`src/hdl/rs_tile_defs.svh`:
```
`ifndef RS_TILE_DEFS_SVH
`define RS_TILE_DEFS_SVH

// flit width of the network
`define NOC_DATA_WIDTH 64

// header fields
`define FBITS_WIDTH 4
`define MSG_LEN_WIDTH 8

// parity symbols per packet, one byte each
`define RS_PARITY_SYMS 4

// packet buffer depth as log2
`define FIFO_LOG2_DEPTH 5

`endif

```
`src/hdl/noc_msg_pkg.sv`:
```
`default_nettype none
`include "rs_tile_defs.svh"

package noc_msg_pkg;

    typedef enum logic [`FBITS_WIDTH-1:0] {
        PKT_IN     = 4'd1,
        PKT_OUT    = 4'd2,
        STATS_REQ  = 4'd3,
        STATS_RESP = 4'd4
    } msg_type_e;

    localparam int TAG_WIDTH = 16;

    // header layout, type on top then length then tag
    localparam int TYPE_MSB = `NOC_DATA_WIDTH - 1;
    localparam int TYPE_LSB = `NOC_DATA_WIDTH - `FBITS_WIDTH;
    localparam int LEN_MSB  = TYPE_LSB - 1;
    localparam int LEN_LSB  = TYPE_LSB - `MSG_LEN_WIDTH;
    localparam int TAG_MSB  = LEN_LSB - 1;
    localparam int TAG_LSB  = LEN_LSB - TAG_WIDTH;

    function automatic logic [`FBITS_WIDTH-1:0] hdr_type(input logic [`NOC_DATA_WIDTH-1:0] flit);
        return flit[TYPE_MSB:TYPE_LSB];
    endfunction

    function automatic logic [`MSG_LEN_WIDTH-1:0] hdr_len(input logic [`NOC_DATA_WIDTH-1:0] flit);
        return flit[LEN_MSB:LEN_LSB];
    endfunction

    function automatic logic [TAG_WIDTH-1:0] hdr_tag(input logic [`NOC_DATA_WIDTH-1:0] flit);
        return flit[TAG_MSB:TAG_LSB];
    endfunction

    function automatic logic [`NOC_DATA_WIDTH-1:0] make_hdr(
        input msg_type_e                 msg_type,
        input logic [`MSG_LEN_WIDTH-1:0] len,
        input logic [TAG_WIDTH-1:0]      tag
    );
        logic [`NOC_DATA_WIDTH-1:0] hdr;
        hdr = '0;
        hdr[TYPE_MSB:TYPE_LSB] = msg_type;
        hdr[LEN_MSB:LEN_LSB]   = len;
        hdr[TAG_MSB:TAG_LSB]   = tag;
        return hdr;
    endfunction

endpackage

`default_nettype wire

```
`src/hdl/rs_code_pkg.sv`:
```
`default_nettype none
`include "rs_tile_defs.svh"

package rs_code_pkg;

    typedef enum logic [2:0] {
        IDLE,
        PKT_HDR,
        PKT_DATA,
        PKT_PARITY,
        STAT_HDR,
        STAT_DATA
    } enc_state_e;

    localparam int PARITY_SYMS  = `RS_PARITY_SYMS;
    localparam int PARITY_WIDTH = 8 * PARITY_SYMS;

    // g(x) = (x+1)(x+2)(x+4)(x+8), monic term left out
    // coefficients of x^3 down to x^0
    localparam logic [7:0] RS_GEN [PARITY_SYMS] = '{8'h0F, 8'h36, 8'h78, 8'h40};

    // multiply in GF(2^8), polynomial 0x11D
    function automatic logic [7:0] gf_mul(input logic [7:0] a, input logic [7:0] b);
        logic [7:0] prod;
        logic [7:0] acc;
        prod = 8'h00;
        acc  = a;
        for (int i = 0; i < 8; i++) begin
            if (b[i]) begin
                prod = prod ^ acc;
            end
            acc = {acc[6:0], 1'b0} ^ (acc[7] ? 8'h1D : 8'h00);
        end
        return prod;
    endfunction

endpackage

`default_nettype wire

```
`src/hdl/flit_fifo.sv`:
```
`timescale 1ns/1ps
`default_nettype none

module flit_fifo #(
     parameter int WIDTH      = 64
    ,parameter int LOG2_DEPTH = 5
)(
     input  wire                clk
    ,input  wire                rst

    ,input  wire                wr_req
    ,input  wire    [WIDTH-1:0] wr_data
    ,output logic               full

    ,input  wire                rd_req
    ,output logic   [WIDTH-1:0] rd_data
    ,output logic               empty
);

    localparam int DEPTH = 1 << LOG2_DEPTH;

    logic [WIDTH-1:0]       mem [DEPTH];
    // extra top bit tells full from empty
    logic [LOG2_DEPTH:0]    wr_ptr;
    logic [LOG2_DEPTH:0]    rd_ptr;

    assign empty = (wr_ptr == rd_ptr);
    assign full  = (wr_ptr[LOG2_DEPTH] != rd_ptr[LOG2_DEPTH])
                 & (wr_ptr[LOG2_DEPTH-1:0] == rd_ptr[LOG2_DEPTH-1:0]);

    assign rd_data = mem[rd_ptr[LOG2_DEPTH-1:0]];

    always_ff @(posedge clk) begin
        if (wr_req && !full) begin
            mem[wr_ptr[LOG2_DEPTH-1:0]] <= wr_data;
        end
    end

    always_ff @(posedge clk) begin
        if (rst) begin
            wr_ptr <= '0;
            rd_ptr <= '0;
        end else begin
            if (wr_req && !full) begin
                wr_ptr <= wr_ptr + 1'b1;
            end
            if (rd_req && !empty) begin
                rd_ptr <= rd_ptr + 1'b1;
            end
        end
    end

endmodule

`default_nettype wire

```
`src/hdl/noc_fbits_decode.sv`:
```
`timescale 1ns/1ps
`default_nettype none
`include "rs_tile_defs.svh"

module noc_fbits_decode
    import noc_msg_pkg::*;
(
     input  wire                            clk
    ,input  wire                            rst

    ,input  wire                            in_val
    ,input  wire    [`NOC_DATA_WIDTH-1:0]   in_data
    ,output logic                           in_rdy

    ,output logic                           pkt_val
    ,output logic   [`NOC_DATA_WIDTH-1:0]   pkt_data
    ,input  wire                            pkt_rdy

    ,output logic                           stat_val
    ,output logic   [`NOC_DATA_WIDTH-1:0]   stat_data
    ,input  wire                            stat_rdy
);

    typedef enum logic [1:0] {
        TGT_NONE,
        TGT_PKT,
        TGT_STAT,
        TGT_DROP
    } target_e;

    target_e                    tgt;
    target_e                    hdr_tgt;
    target_e                    cur_tgt;
    logic [`MSG_LEN_WIDTH-1:0]  left;
    logic                       in_hs;

    always_comb begin
        case (hdr_type(in_data))
            PKT_IN:    hdr_tgt = TGT_PKT;
            STATS_REQ: hdr_tgt = TGT_STAT;
            default:   hdr_tgt = TGT_DROP;
        endcase
    end

    // no lock means the flit at the input is a header
    assign cur_tgt = (tgt == TGT_NONE) ? hdr_tgt : tgt;

    assign pkt_val   = in_val & (cur_tgt == TGT_PKT);
    assign stat_val  = in_val & (cur_tgt == TGT_STAT);
    assign pkt_data  = in_data;
    assign stat_data = in_data;

    always_comb begin
        case (cur_tgt)
            TGT_PKT:  in_rdy = pkt_rdy;
            TGT_STAT: in_rdy = stat_rdy;
            default:  in_rdy = 1'b1;
        endcase
    end

    assign in_hs = in_val & in_rdy;

    always_ff @(posedge clk) begin
        if (rst) begin
            tgt  <= TGT_NONE;
            left <= '0;
        end else if (in_hs) begin
            if (tgt == TGT_NONE) begin
                if (hdr_len(in_data) != '0) begin
                    tgt  <= hdr_tgt;
                    left <= hdr_len(in_data);
                end
            end else begin
                left <= left - 1'b1;
                if (left == 1) begin
                    tgt <= TGT_NONE;
                end
            end
        end
    end

endmodule

`default_nettype wire

```
`src/hdl/noc_prio_merger.sv`:
```
`timescale 1ns/1ps
`default_nettype none
`include "rs_tile_defs.svh"

module noc_prio_merger
    import noc_msg_pkg::*;
(
     input  wire                            clk
    ,input  wire                            rst

    ,input  wire                            src0_val
    ,input  wire    [`NOC_DATA_WIDTH-1:0]   src0_data
    ,output logic                           src0_rdy

    ,input  wire                            src1_val
    ,input  wire    [`NOC_DATA_WIDTH-1:0]   src1_data
    ,output logic                           src1_rdy

    ,output logic                           out_val
    ,output logic   [`NOC_DATA_WIDTH-1:0]   out_data
    ,input  wire                            out_rdy
);

    typedef enum logic [1:0] {
        MRG_IDLE,
        MRG_HDR,
        MRG_BODY
    } merge_state_e;

    merge_state_e               state;
    logic                       owner;
    logic                       sel;
    logic [`MSG_LEN_WIDTH-1:0]  left;
    logic                       out_hs;

    // stats side wins only when nothing is pending
    assign sel = (state == MRG_IDLE) ? src1_val : owner;

    assign out_val  = sel ? src1_val : src0_val;
    assign out_data = sel ? src1_data : src0_data;
    assign src0_rdy = out_rdy & ~sel;
    assign src1_rdy = out_rdy & sel;
    assign out_hs   = out_val & out_rdy;

    always_ff @(posedge clk) begin
        if (rst) begin
            state <= MRG_IDLE;
            owner <= 1'b0;
            left  <= '0;
        end else if (state == MRG_BODY) begin
            if (out_hs) begin
                left <= left - 1'b1;
                if (left == 1) begin
                    state <= MRG_IDLE;
                end
            end
        end else if (out_hs) begin
            owner <= sel;
            left  <= hdr_len(out_data);
            state <= (hdr_len(out_data) == '0) ? MRG_IDLE : MRG_BODY;
        end else if (out_val) begin
            // header offered but stalled, keep the choice
            owner <= sel;
            state <= MRG_HDR;
        end
    end

endmodule

`default_nettype wire

```
`src/hdl/rs_encode_tile.sv`:
```
`timescale 1ns/1ps
`default_nettype none
`include "rs_tile_defs.svh"

module rs_encode_tile (
     input  wire                            clk
    ,input  wire                            rst

    ,input  wire                            in_val
    ,input  wire    [`NOC_DATA_WIDTH-1:0]   in_data
    ,output logic                           in_rdy

    ,output logic                           out_val
    ,output logic   [`NOC_DATA_WIDTH-1:0]   out_data
    ,input  wire                            out_rdy
);

    logic                           dec_fifo_val;
    logic   [`NOC_DATA_WIDTH-1:0]   dec_fifo_data;
    logic                           fifo_dec_rdy;

    logic                           dec_stat_val;
    logic   [`NOC_DATA_WIDTH-1:0]   dec_stat_data;
    logic                           stat_dec_rdy;

    logic                           fifo_wr_req;
    logic                           fifo_full;
    logic                           fifo_rd_req;
    logic                           fifo_empty;

    logic                           fifo_eng_val;
    logic   [`NOC_DATA_WIDTH-1:0]   fifo_eng_data;
    logic                           eng_fifo_rdy;

    logic                           eng_pkt_merger_val;
    logic   [`NOC_DATA_WIDTH-1:0]   eng_pkt_merger_data;
    logic                           merger_eng_pkt_rdy;

    logic                           eng_stat_merger_val;
    logic   [`NOC_DATA_WIDTH-1:0]   eng_stat_merger_data;
    logic                           merger_eng_stat_rdy;

    noc_fbits_decode decode (
         .clk       (clk            )
        ,.rst       (rst            )
        ,.in_val    (in_val         )
        ,.in_data   (in_data        )
        ,.in_rdy    (in_rdy         )
        ,.pkt_val   (dec_fifo_val   )
        ,.pkt_data  (dec_fifo_data  )
        ,.pkt_rdy   (fifo_dec_rdy   )
        ,.stat_val  (dec_stat_val   )
        ,.stat_data (dec_stat_data  )
        ,.stat_rdy  (stat_dec_rdy   )
    );

    // val/rdy glue around the packet buffer
    assign fifo_dec_rdy = ~fifo_full;
    assign fifo_wr_req  = dec_fifo_val & ~fifo_full;
    assign fifo_eng_val = ~fifo_empty;
    assign fifo_rd_req  = fifo_eng_val & eng_fifo_rdy;

    flit_fifo #(
         .WIDTH         (`NOC_DATA_WIDTH    )
        ,.LOG2_DEPTH    (`FIFO_LOG2_DEPTH   )
    ) pkt_fifo (
         .clk       (clk            )
        ,.rst       (rst            )
        ,.wr_req    (fifo_wr_req    )
        ,.wr_data   (dec_fifo_data  )
        ,.full      (fifo_full      )
        ,.rd_req    (fifo_rd_req    )
        ,.rd_data   (fifo_eng_data  )
        ,.empty     (fifo_empty     )
    );

    rs_parity_engine execute (
         .clk           (clk                    )
        ,.rst           (rst                    )
        ,.pkt_in_val    (fifo_eng_val           )
        ,.pkt_in_data   (fifo_eng_data          )
        ,.pkt_in_rdy    (eng_fifo_rdy           )
        ,.stat_in_val   (dec_stat_val           )
        ,.stat_in_data  (dec_stat_data          )
        ,.stat_in_rdy   (stat_dec_rdy           )
        ,.pkt_out_val   (eng_pkt_merger_val     )
        ,.pkt_out_data  (eng_pkt_merger_data    )
        ,.pkt_out_rdy   (merger_eng_pkt_rdy     )
        ,.stat_out_val  (eng_stat_merger_val    )
        ,.stat_out_data (eng_stat_merger_data   )
        ,.stat_out_rdy  (merger_eng_stat_rdy    )
    );

    noc_prio_merger result (
         .clk       (clk                    )
        ,.rst       (rst                    )
        ,.src0_val  (eng_pkt_merger_val     )
        ,.src0_data (eng_pkt_merger_data    )
        ,.src0_rdy  (merger_eng_pkt_rdy     )
        ,.src1_val  (eng_stat_merger_val    )
        ,.src1_data (eng_stat_merger_data   )
        ,.src1_rdy  (merger_eng_stat_rdy    )
        ,.out_val   (out_val                )
        ,.out_data  (out_data               )
        ,.out_rdy   (out_rdy                )
    );

endmodule

`default_nettype wire

```
`src/hdl/rs_parity_engine.sv`:
```
`timescale 1ns/1ps
`default_nettype none
`include "rs_tile_defs.svh"

module rs_parity_engine
    import noc_msg_pkg::*;
    import rs_code_pkg::*;
(
     input  wire                            clk
    ,input  wire                            rst

    ,input  wire                            pkt_in_val
    ,input  wire    [`NOC_DATA_WIDTH-1:0]   pkt_in_data
    ,output logic                           pkt_in_rdy

    ,input  wire                            stat_in_val
    ,input  wire    [`NOC_DATA_WIDTH-1:0]   stat_in_data
    ,output logic                           stat_in_rdy

    ,output logic                           pkt_out_val
    ,output logic   [`NOC_DATA_WIDTH-1:0]   pkt_out_data
    ,input  wire                            pkt_out_rdy

    ,output logic                           stat_out_val
    ,output logic   [`NOC_DATA_WIDTH-1:0]   stat_out_data
    ,input  wire                            stat_out_rdy
);

    localparam int CNT_WIDTH  = `NOC_DATA_WIDTH / 2;
    localparam int FLIT_BYTES = `NOC_DATA_WIDTH / 8;

    enc_state_e                 state;
    logic [`MSG_LEN_WIDTH-1:0]  left;
    logic [`MSG_LEN_WIDTH-1:0]  pkt_len;
    logic [TAG_WIDTH-1:0]       stat_tag;
    logic [PARITY_WIDTH-1:0]    rem;
    logic [CNT_WIDTH-1:0]       pkt_cnt;
    logic [CNT_WIDTH-1:0]       byte_cnt;
    logic                       pkt_in_hs;
    logic                       stat_in_hs;

    // one LFSR step per byte, most significant byte first
    function automatic logic [PARITY_WIDTH-1:0] rs_flit_step(
        input logic [PARITY_WIDTH-1:0]      r_in,
        input logic [`NOC_DATA_WIDTH-1:0]   flit
    );
        logic [PARITY_WIDTH-1:0] r;
        logic [7:0]              fb;
        r = r_in;
        for (int b = FLIT_BYTES - 1; b >= 0; b--) begin
            fb = flit[8*b +: 8] ^ r[PARITY_WIDTH-1 -: 8];
            for (int i = 0; i < PARITY_SYMS - 1; i++) begin
                r[PARITY_WIDTH-1-8*i -: 8] = r[PARITY_WIDTH-9-8*i -: 8] ^ gf_mul(fb, RS_GEN[i]);
            end
            r[7:0] = gf_mul(fb, RS_GEN[PARITY_SYMS-1]);
        end
        return r;
    endfunction

    always_comb begin
        pkt_in_rdy    = 1'b0;
        pkt_out_val   = 1'b0;
        pkt_out_data  = pkt_in_data;
        stat_in_rdy   = 1'b0;
        stat_out_val  = 1'b0;
        stat_out_data = {pkt_cnt, byte_cnt};
        case (state)
            IDLE: stat_in_rdy = 1'b1;
            PKT_HDR: begin
                pkt_out_val  = pkt_in_val;
                pkt_in_rdy   = pkt_out_rdy;
                // parity flit adds one to the length
                pkt_out_data = make_hdr(PKT_OUT, hdr_len(pkt_in_data) + 1'b1,
                                        hdr_tag(pkt_in_data));
            end
            PKT_DATA: begin
                pkt_out_val = pkt_in_val;
                pkt_in_rdy  = pkt_out_rdy;
            end
            PKT_PARITY: begin
                pkt_out_val  = 1'b1;
                pkt_out_data = {{(`NOC_DATA_WIDTH-PARITY_WIDTH){1'b0}}, rem};
            end
            STAT_HDR: begin
                // drain request body before replying
                stat_in_rdy   = (left != '0);
                stat_out_val  = (left == '0);
                stat_out_data = make_hdr(STATS_RESP, 8'd1, stat_tag);
            end
            STAT_DATA: stat_out_val = 1'b1;
            default: ;
        endcase
    end

    assign pkt_in_hs  = pkt_in_val & pkt_in_rdy;
    assign stat_in_hs = stat_in_val & stat_in_rdy;

    always_ff @(posedge clk) begin
        if (rst) begin
            state    <= IDLE;
            left     <= '0;
            pkt_cnt  <= '0;
            byte_cnt <= '0;
        end else begin
            case (state)
                IDLE: begin
                    if (stat_in_val) begin
                        left  <= hdr_len(stat_in_data);
                        state <= STAT_HDR;
                    end else if (pkt_in_val) begin
                        state <= PKT_HDR;
                    end
                end
                PKT_HDR: begin
                    if (pkt_in_hs) begin
                        left  <= hdr_len(pkt_in_data);
                        state <= (hdr_len(pkt_in_data) == '0) ? PKT_PARITY : PKT_DATA;
                    end
                end
                PKT_DATA: begin
                    if (pkt_in_hs) begin
                        left <= left - 1'b1;
                        if (left == 1) begin
                            state <= PKT_PARITY;
                        end
                    end
                end
                PKT_PARITY: begin
                    if (pkt_out_rdy) begin
                        pkt_cnt  <= pkt_cnt + 1'b1;
                        byte_cnt <= byte_cnt + CNT_WIDTH'({pkt_len, 3'b000});
                        state    <= IDLE;
                    end
                end
                STAT_HDR: begin
                    if (stat_in_hs) begin
                        left <= left - 1'b1;
                    end
                    if (stat_out_val && stat_out_rdy) begin
                        state <= STAT_DATA;
                    end
                end
                STAT_DATA: begin
                    if (stat_out_rdy) begin
                        state <= IDLE;
                    end
                end
                default: state <= IDLE;
            endcase
        end
    end

    always_ff @(posedge clk) begin
        if (state == IDLE && stat_in_val) begin
            stat_tag <= hdr_tag(stat_in_data);
        end
        if (state == PKT_HDR && pkt_in_hs) begin
            pkt_len <= hdr_len(pkt_in_data);
            rem     <= '0;
        end else if (state == PKT_DATA && pkt_in_hs) begin
            rem <= rs_flit_step(rem, pkt_in_data);
        end
    end

endmodule

`default_nettype wire

```
`config.mk`:
```
export PLATFORM = sky130hd
export DESIGN_NAME = rs_encode_tile
export DESIGN_NICKNAME = d
export VERILOG_FILES = /design/src/hdl/noc_msg_pkg.sv /design/src/hdl/rs_code_pkg.sv /design/src/hdl/flit_fifo.sv /design/src/hdl/noc_fbits_decode.sv /design/src/hdl/noc_prio_merger.sv /design/src/hdl/rs_encode_tile.sv /design/src/hdl/rs_parity_engine.sv
export VERILOG_INCLUDE_DIRS = /design/src /design/src/hdl
export SDC_FILE = /design/constraint.sdc
export NUM_CORES = 2
export LEC_CHECK = 0
export ABC_AREA = 0
export BUFFER_PORTS_ARGS = -buffer_cell sky130_fd_sc_hd__buf_2
export CAP_MARGIN = 20
export CORE_MARGIN = 8
export CORE_UTILIZATION = 46
export CTS_BUF_LIST = sky130_fd_sc_hd__clkbuf_16
export DETAILED_ROUTE_END_ITERATION = 16
export GPL_TIMING_DRIVEN = 0
export PLACE_DENSITY_LB_ADDON = 0.08
export SETUP_SLACK_MARGIN = 0.15
export SLEW_MARGIN = 20
export SYNTH_ARGS = -nofsm -noshare
export SYNTH_HDL_FRONTEND = slang
export SYNTH_HIERARCHICAL = 1
export SYNTH_SLANG_ARGS = --single-unit
```
`constraint.sdc`:
```
create_clock -name clk -period 24.3 [get_ports clk]
set_input_delay 3.645 -clock clk [delete_from_list [all_inputs] [get_ports clk]]
set_output_delay 3.645 -clock clk [all_outputs]
set_load 0.02 [all_outputs]
```
==> impl_results.md <==
* Status: finished clean
* FP Rows at between 150 and 200
* Hold Buf Count CTS at 0
* Fin crit period at 13.04 ns
* Total Neg Setup Slack at 0 ns
* Cells after synthesis at 5418
* Vias in the first global route at 53400
* Rel. slew slack at around 16%
* TritonCTS sink count at around 2200
* Design Area, Final at between 0.1 and 0.15 mm^2
* Critical Path Sink Type: register
* Port Buffers at 81
* DP Wirelength at around 220000 um
* Crit path launch type: register
* Fillcell total at between 15000 and 20000
* Postcts setup bufs at 0
* CP Data Required Time at 25.05 ns
* Die ar. at between 0.2 and 0.25 mm^2
* Mapped Area at 0.0977 mm^2
* Final Slew Violations at 0
* CTS root buf: clkbuf_16
* Layout Nets at about 6000
* Initial Util at between 40% and 50%
* Core area at 0.212 mm^2
* Post-CTS Resized at 0
* Clock transition at path regs at around 0.06 ns
* Layout area overhead at 15.6%
* IO Pins at 134
* Initial DRC Count at approximately 6600
* Chip Width at 477 um
* Routed vias at 54500
* Die Span Y at 477 um
* Final Skew at 0.0705 ns
* Largest net degree at the start of global routing at 47
* CP Class: reg -> reg
* Drt drc at 0
* Synth warn at 6
* Final period util at a little over half
* Global-route wire length before repair at 428000 um
* TritonCTS clock tree: built
* RSZ-0062 raised after global routing: no
* Layout cell share with drive strength beyond 1 at about a quarter
* Per-cell routed wire length at ~35 um
* Placement Cell Area at roughly 0.11 mm^2
* Min-Delay Path Class: reg -> reg
* H-tree depth at 4
* CP arrival at between 10 and 15 ns
* Skew-Pair Late Insertion Delay at just under 0.9 ns
* Crit Path Max Fanout at 10
* Clock tree buffer depth at 3
* Avg Inst Size Synth at 18.0 um^2
* GPL Wtd Cong at between 0.9 and 1
* Final ANT Viol Nets at 0
* Total length of routed wires at between 300000 and 400000 um
* Final setup viols at 0
* Num CTS Buffers at ~220
* Final hold slack at 0.475 ns
* Max Clk Rate at 0.0767 GHz
* Worst Tran Pin Value at 1.26 ns
* All-Layer GR Usage at a little over a quarter
* MaxCap Viol Count at 0
* Initial DRT Pass Iterations at 6
* Final Hold Vio Count at 0
* Congestion Overflow GR at 0
* Vias/cell at 6.10
* Initial antenna violation count at 24
-- per-layer routing --
metal,global-route usage [%],vias to the layer above,share of wire [%],routed length [um]
li1,-,22400,-,-
met1,38.3,29200,43,132000
met2,41.1,2487,46,142000
met3,5.46,438,8.5,26300
met4,7.47,16,3.1,9550
met5,0,-,0.032,99
-- cell usage in the layout (no fill, tap or decap), types with 20 or more instances in the layout --
| cell type | count |
|---|---|
| edfxtp_1 | 2072 |
| mux4_2 | 409 |
| xnor2_1 | 350 |
| clkbuf_16 | 225 |
| nand2_1 | 175 |
| buf_2 | 169 |
| xnor3_1 | 162 |
| o22ai_1 | 160 |
| buf_4 | 150 |
| mux2i_1 | 145 |
| xor2_1 | 144 |
| dfxtp_1 | 142 |
| nor2_1 | 126 |
| a21oi_1 | 121 |
| nor2b_1 | 118 |
| nand3_1 | 96 |
| inv_1 | 95 |
| mux2_2 | 94 |
| clkbuf_1 | 91 |
| buf_12 | 83 |
| a211oi_1 | 61 |
| o21ai_0 | 56 |
| buf_16 | 56 |
| mux2_4 | 56 |
| clkinv_1 | 52 |
| clkinv_2 | 42 |
| buf_6 | 36 |
| and2_1 | 34 |
| a22oi_1 | 33 |
| nor2_4 | 31 |
| xnor2_2 | 28 |
| a221oi_1 | 27 |
| ha_1 | 25 |
| and3_1 | 25 |
| xor3_1 | 23 |
| a211oi_2 | 23 |
| nand4_1 | 20 |
-- registers in the layout, summed over array words and instances (netlist names), named ones only --
register / flops
execute/byte_cnt: 29
pkt_fifo/rd_ptr: 6
execute/state: 3
decode/left: 8
decode/tgt: 2
result/state: 2
execute/pkt_len: 8
execute/pkt_cnt: 32
pkt_fifo/mem: 2048
result/owner: 1
execute/stat_tag: 16
pkt_fifo/wr_ptr: 6
execute/left: 8
result/left: 8
execute/rem: 32
-- layout make-up --
class	instances	area (um^2)	share of cell area, %
Antenna cell	16	40.0	0.0354
Timing Repair Buffer	263	4060	3.59
Clock inverter	191	1390	1.23
Tap cell	2821	3530	3.12
Buffer	351	2090	1.85
Inverter	35	136	0.121
Multi-Input combinational cell	2820	31000	27.5
Clock buffer	225	5630	4.98
Sequential cell	2214	65100	57.6
-- stage by stage --
stage,std cells,setup WS (ns),utilization [%]
after detailed placement,8504,11.68,50.0
after global routing,8924,11.26,53.3
after floorplan,5420,15.20,-
final,8936,11.26,53.4
after CTS,8920,11.59,53.3
after global placement,8322,8.85,48.0
-- path summary, 6_finish.rpt --
kind | startpoint | end | slack, ns | cells after the start
max reg2reg | register | execute/rem[21] | 11.26 | 26
max | register | execute/rem[21] | 11.26 | 26
min reg2reg | execute/byte_cnt[7] | execute/byte_cnt[7] | 0.48 | 2
min | execute/byte_cnt[7] | execute/byte_cnt[7] | 0.48 | 2
-- critical path: stages (launching register included) --
cell and delay, ns:
dfxtp_1 0.31, buf_2 0.38, buf_2 0.46, buf_4 0.34, nand2b_1 0.57, clkbuf_1 0.85
o22ai_1 0.17, nor3_1 0.96, buf_2 0.42, xnor2_4 0.22, xnor2_1 0.50, xnor3_1 0.53
xnor2_1 0.66, xor3_2 0.56, xor3_2 0.65, xnor2_1 0.65, xnor2_4 0.26, xnor3_4 0.69
xor3_2 0.54, xnor3_1 0.45, xnor3_1 0.48, xnor2_1 0.62, xor2_1 0.21, xnor2_1 0.58
xor2_1 0.24, xnor3_1 0.39, o21a_1 0.19
Power is not shown: default switching activity piles up to over one toggle a cycle in this logic, so the estimate is an artifact.
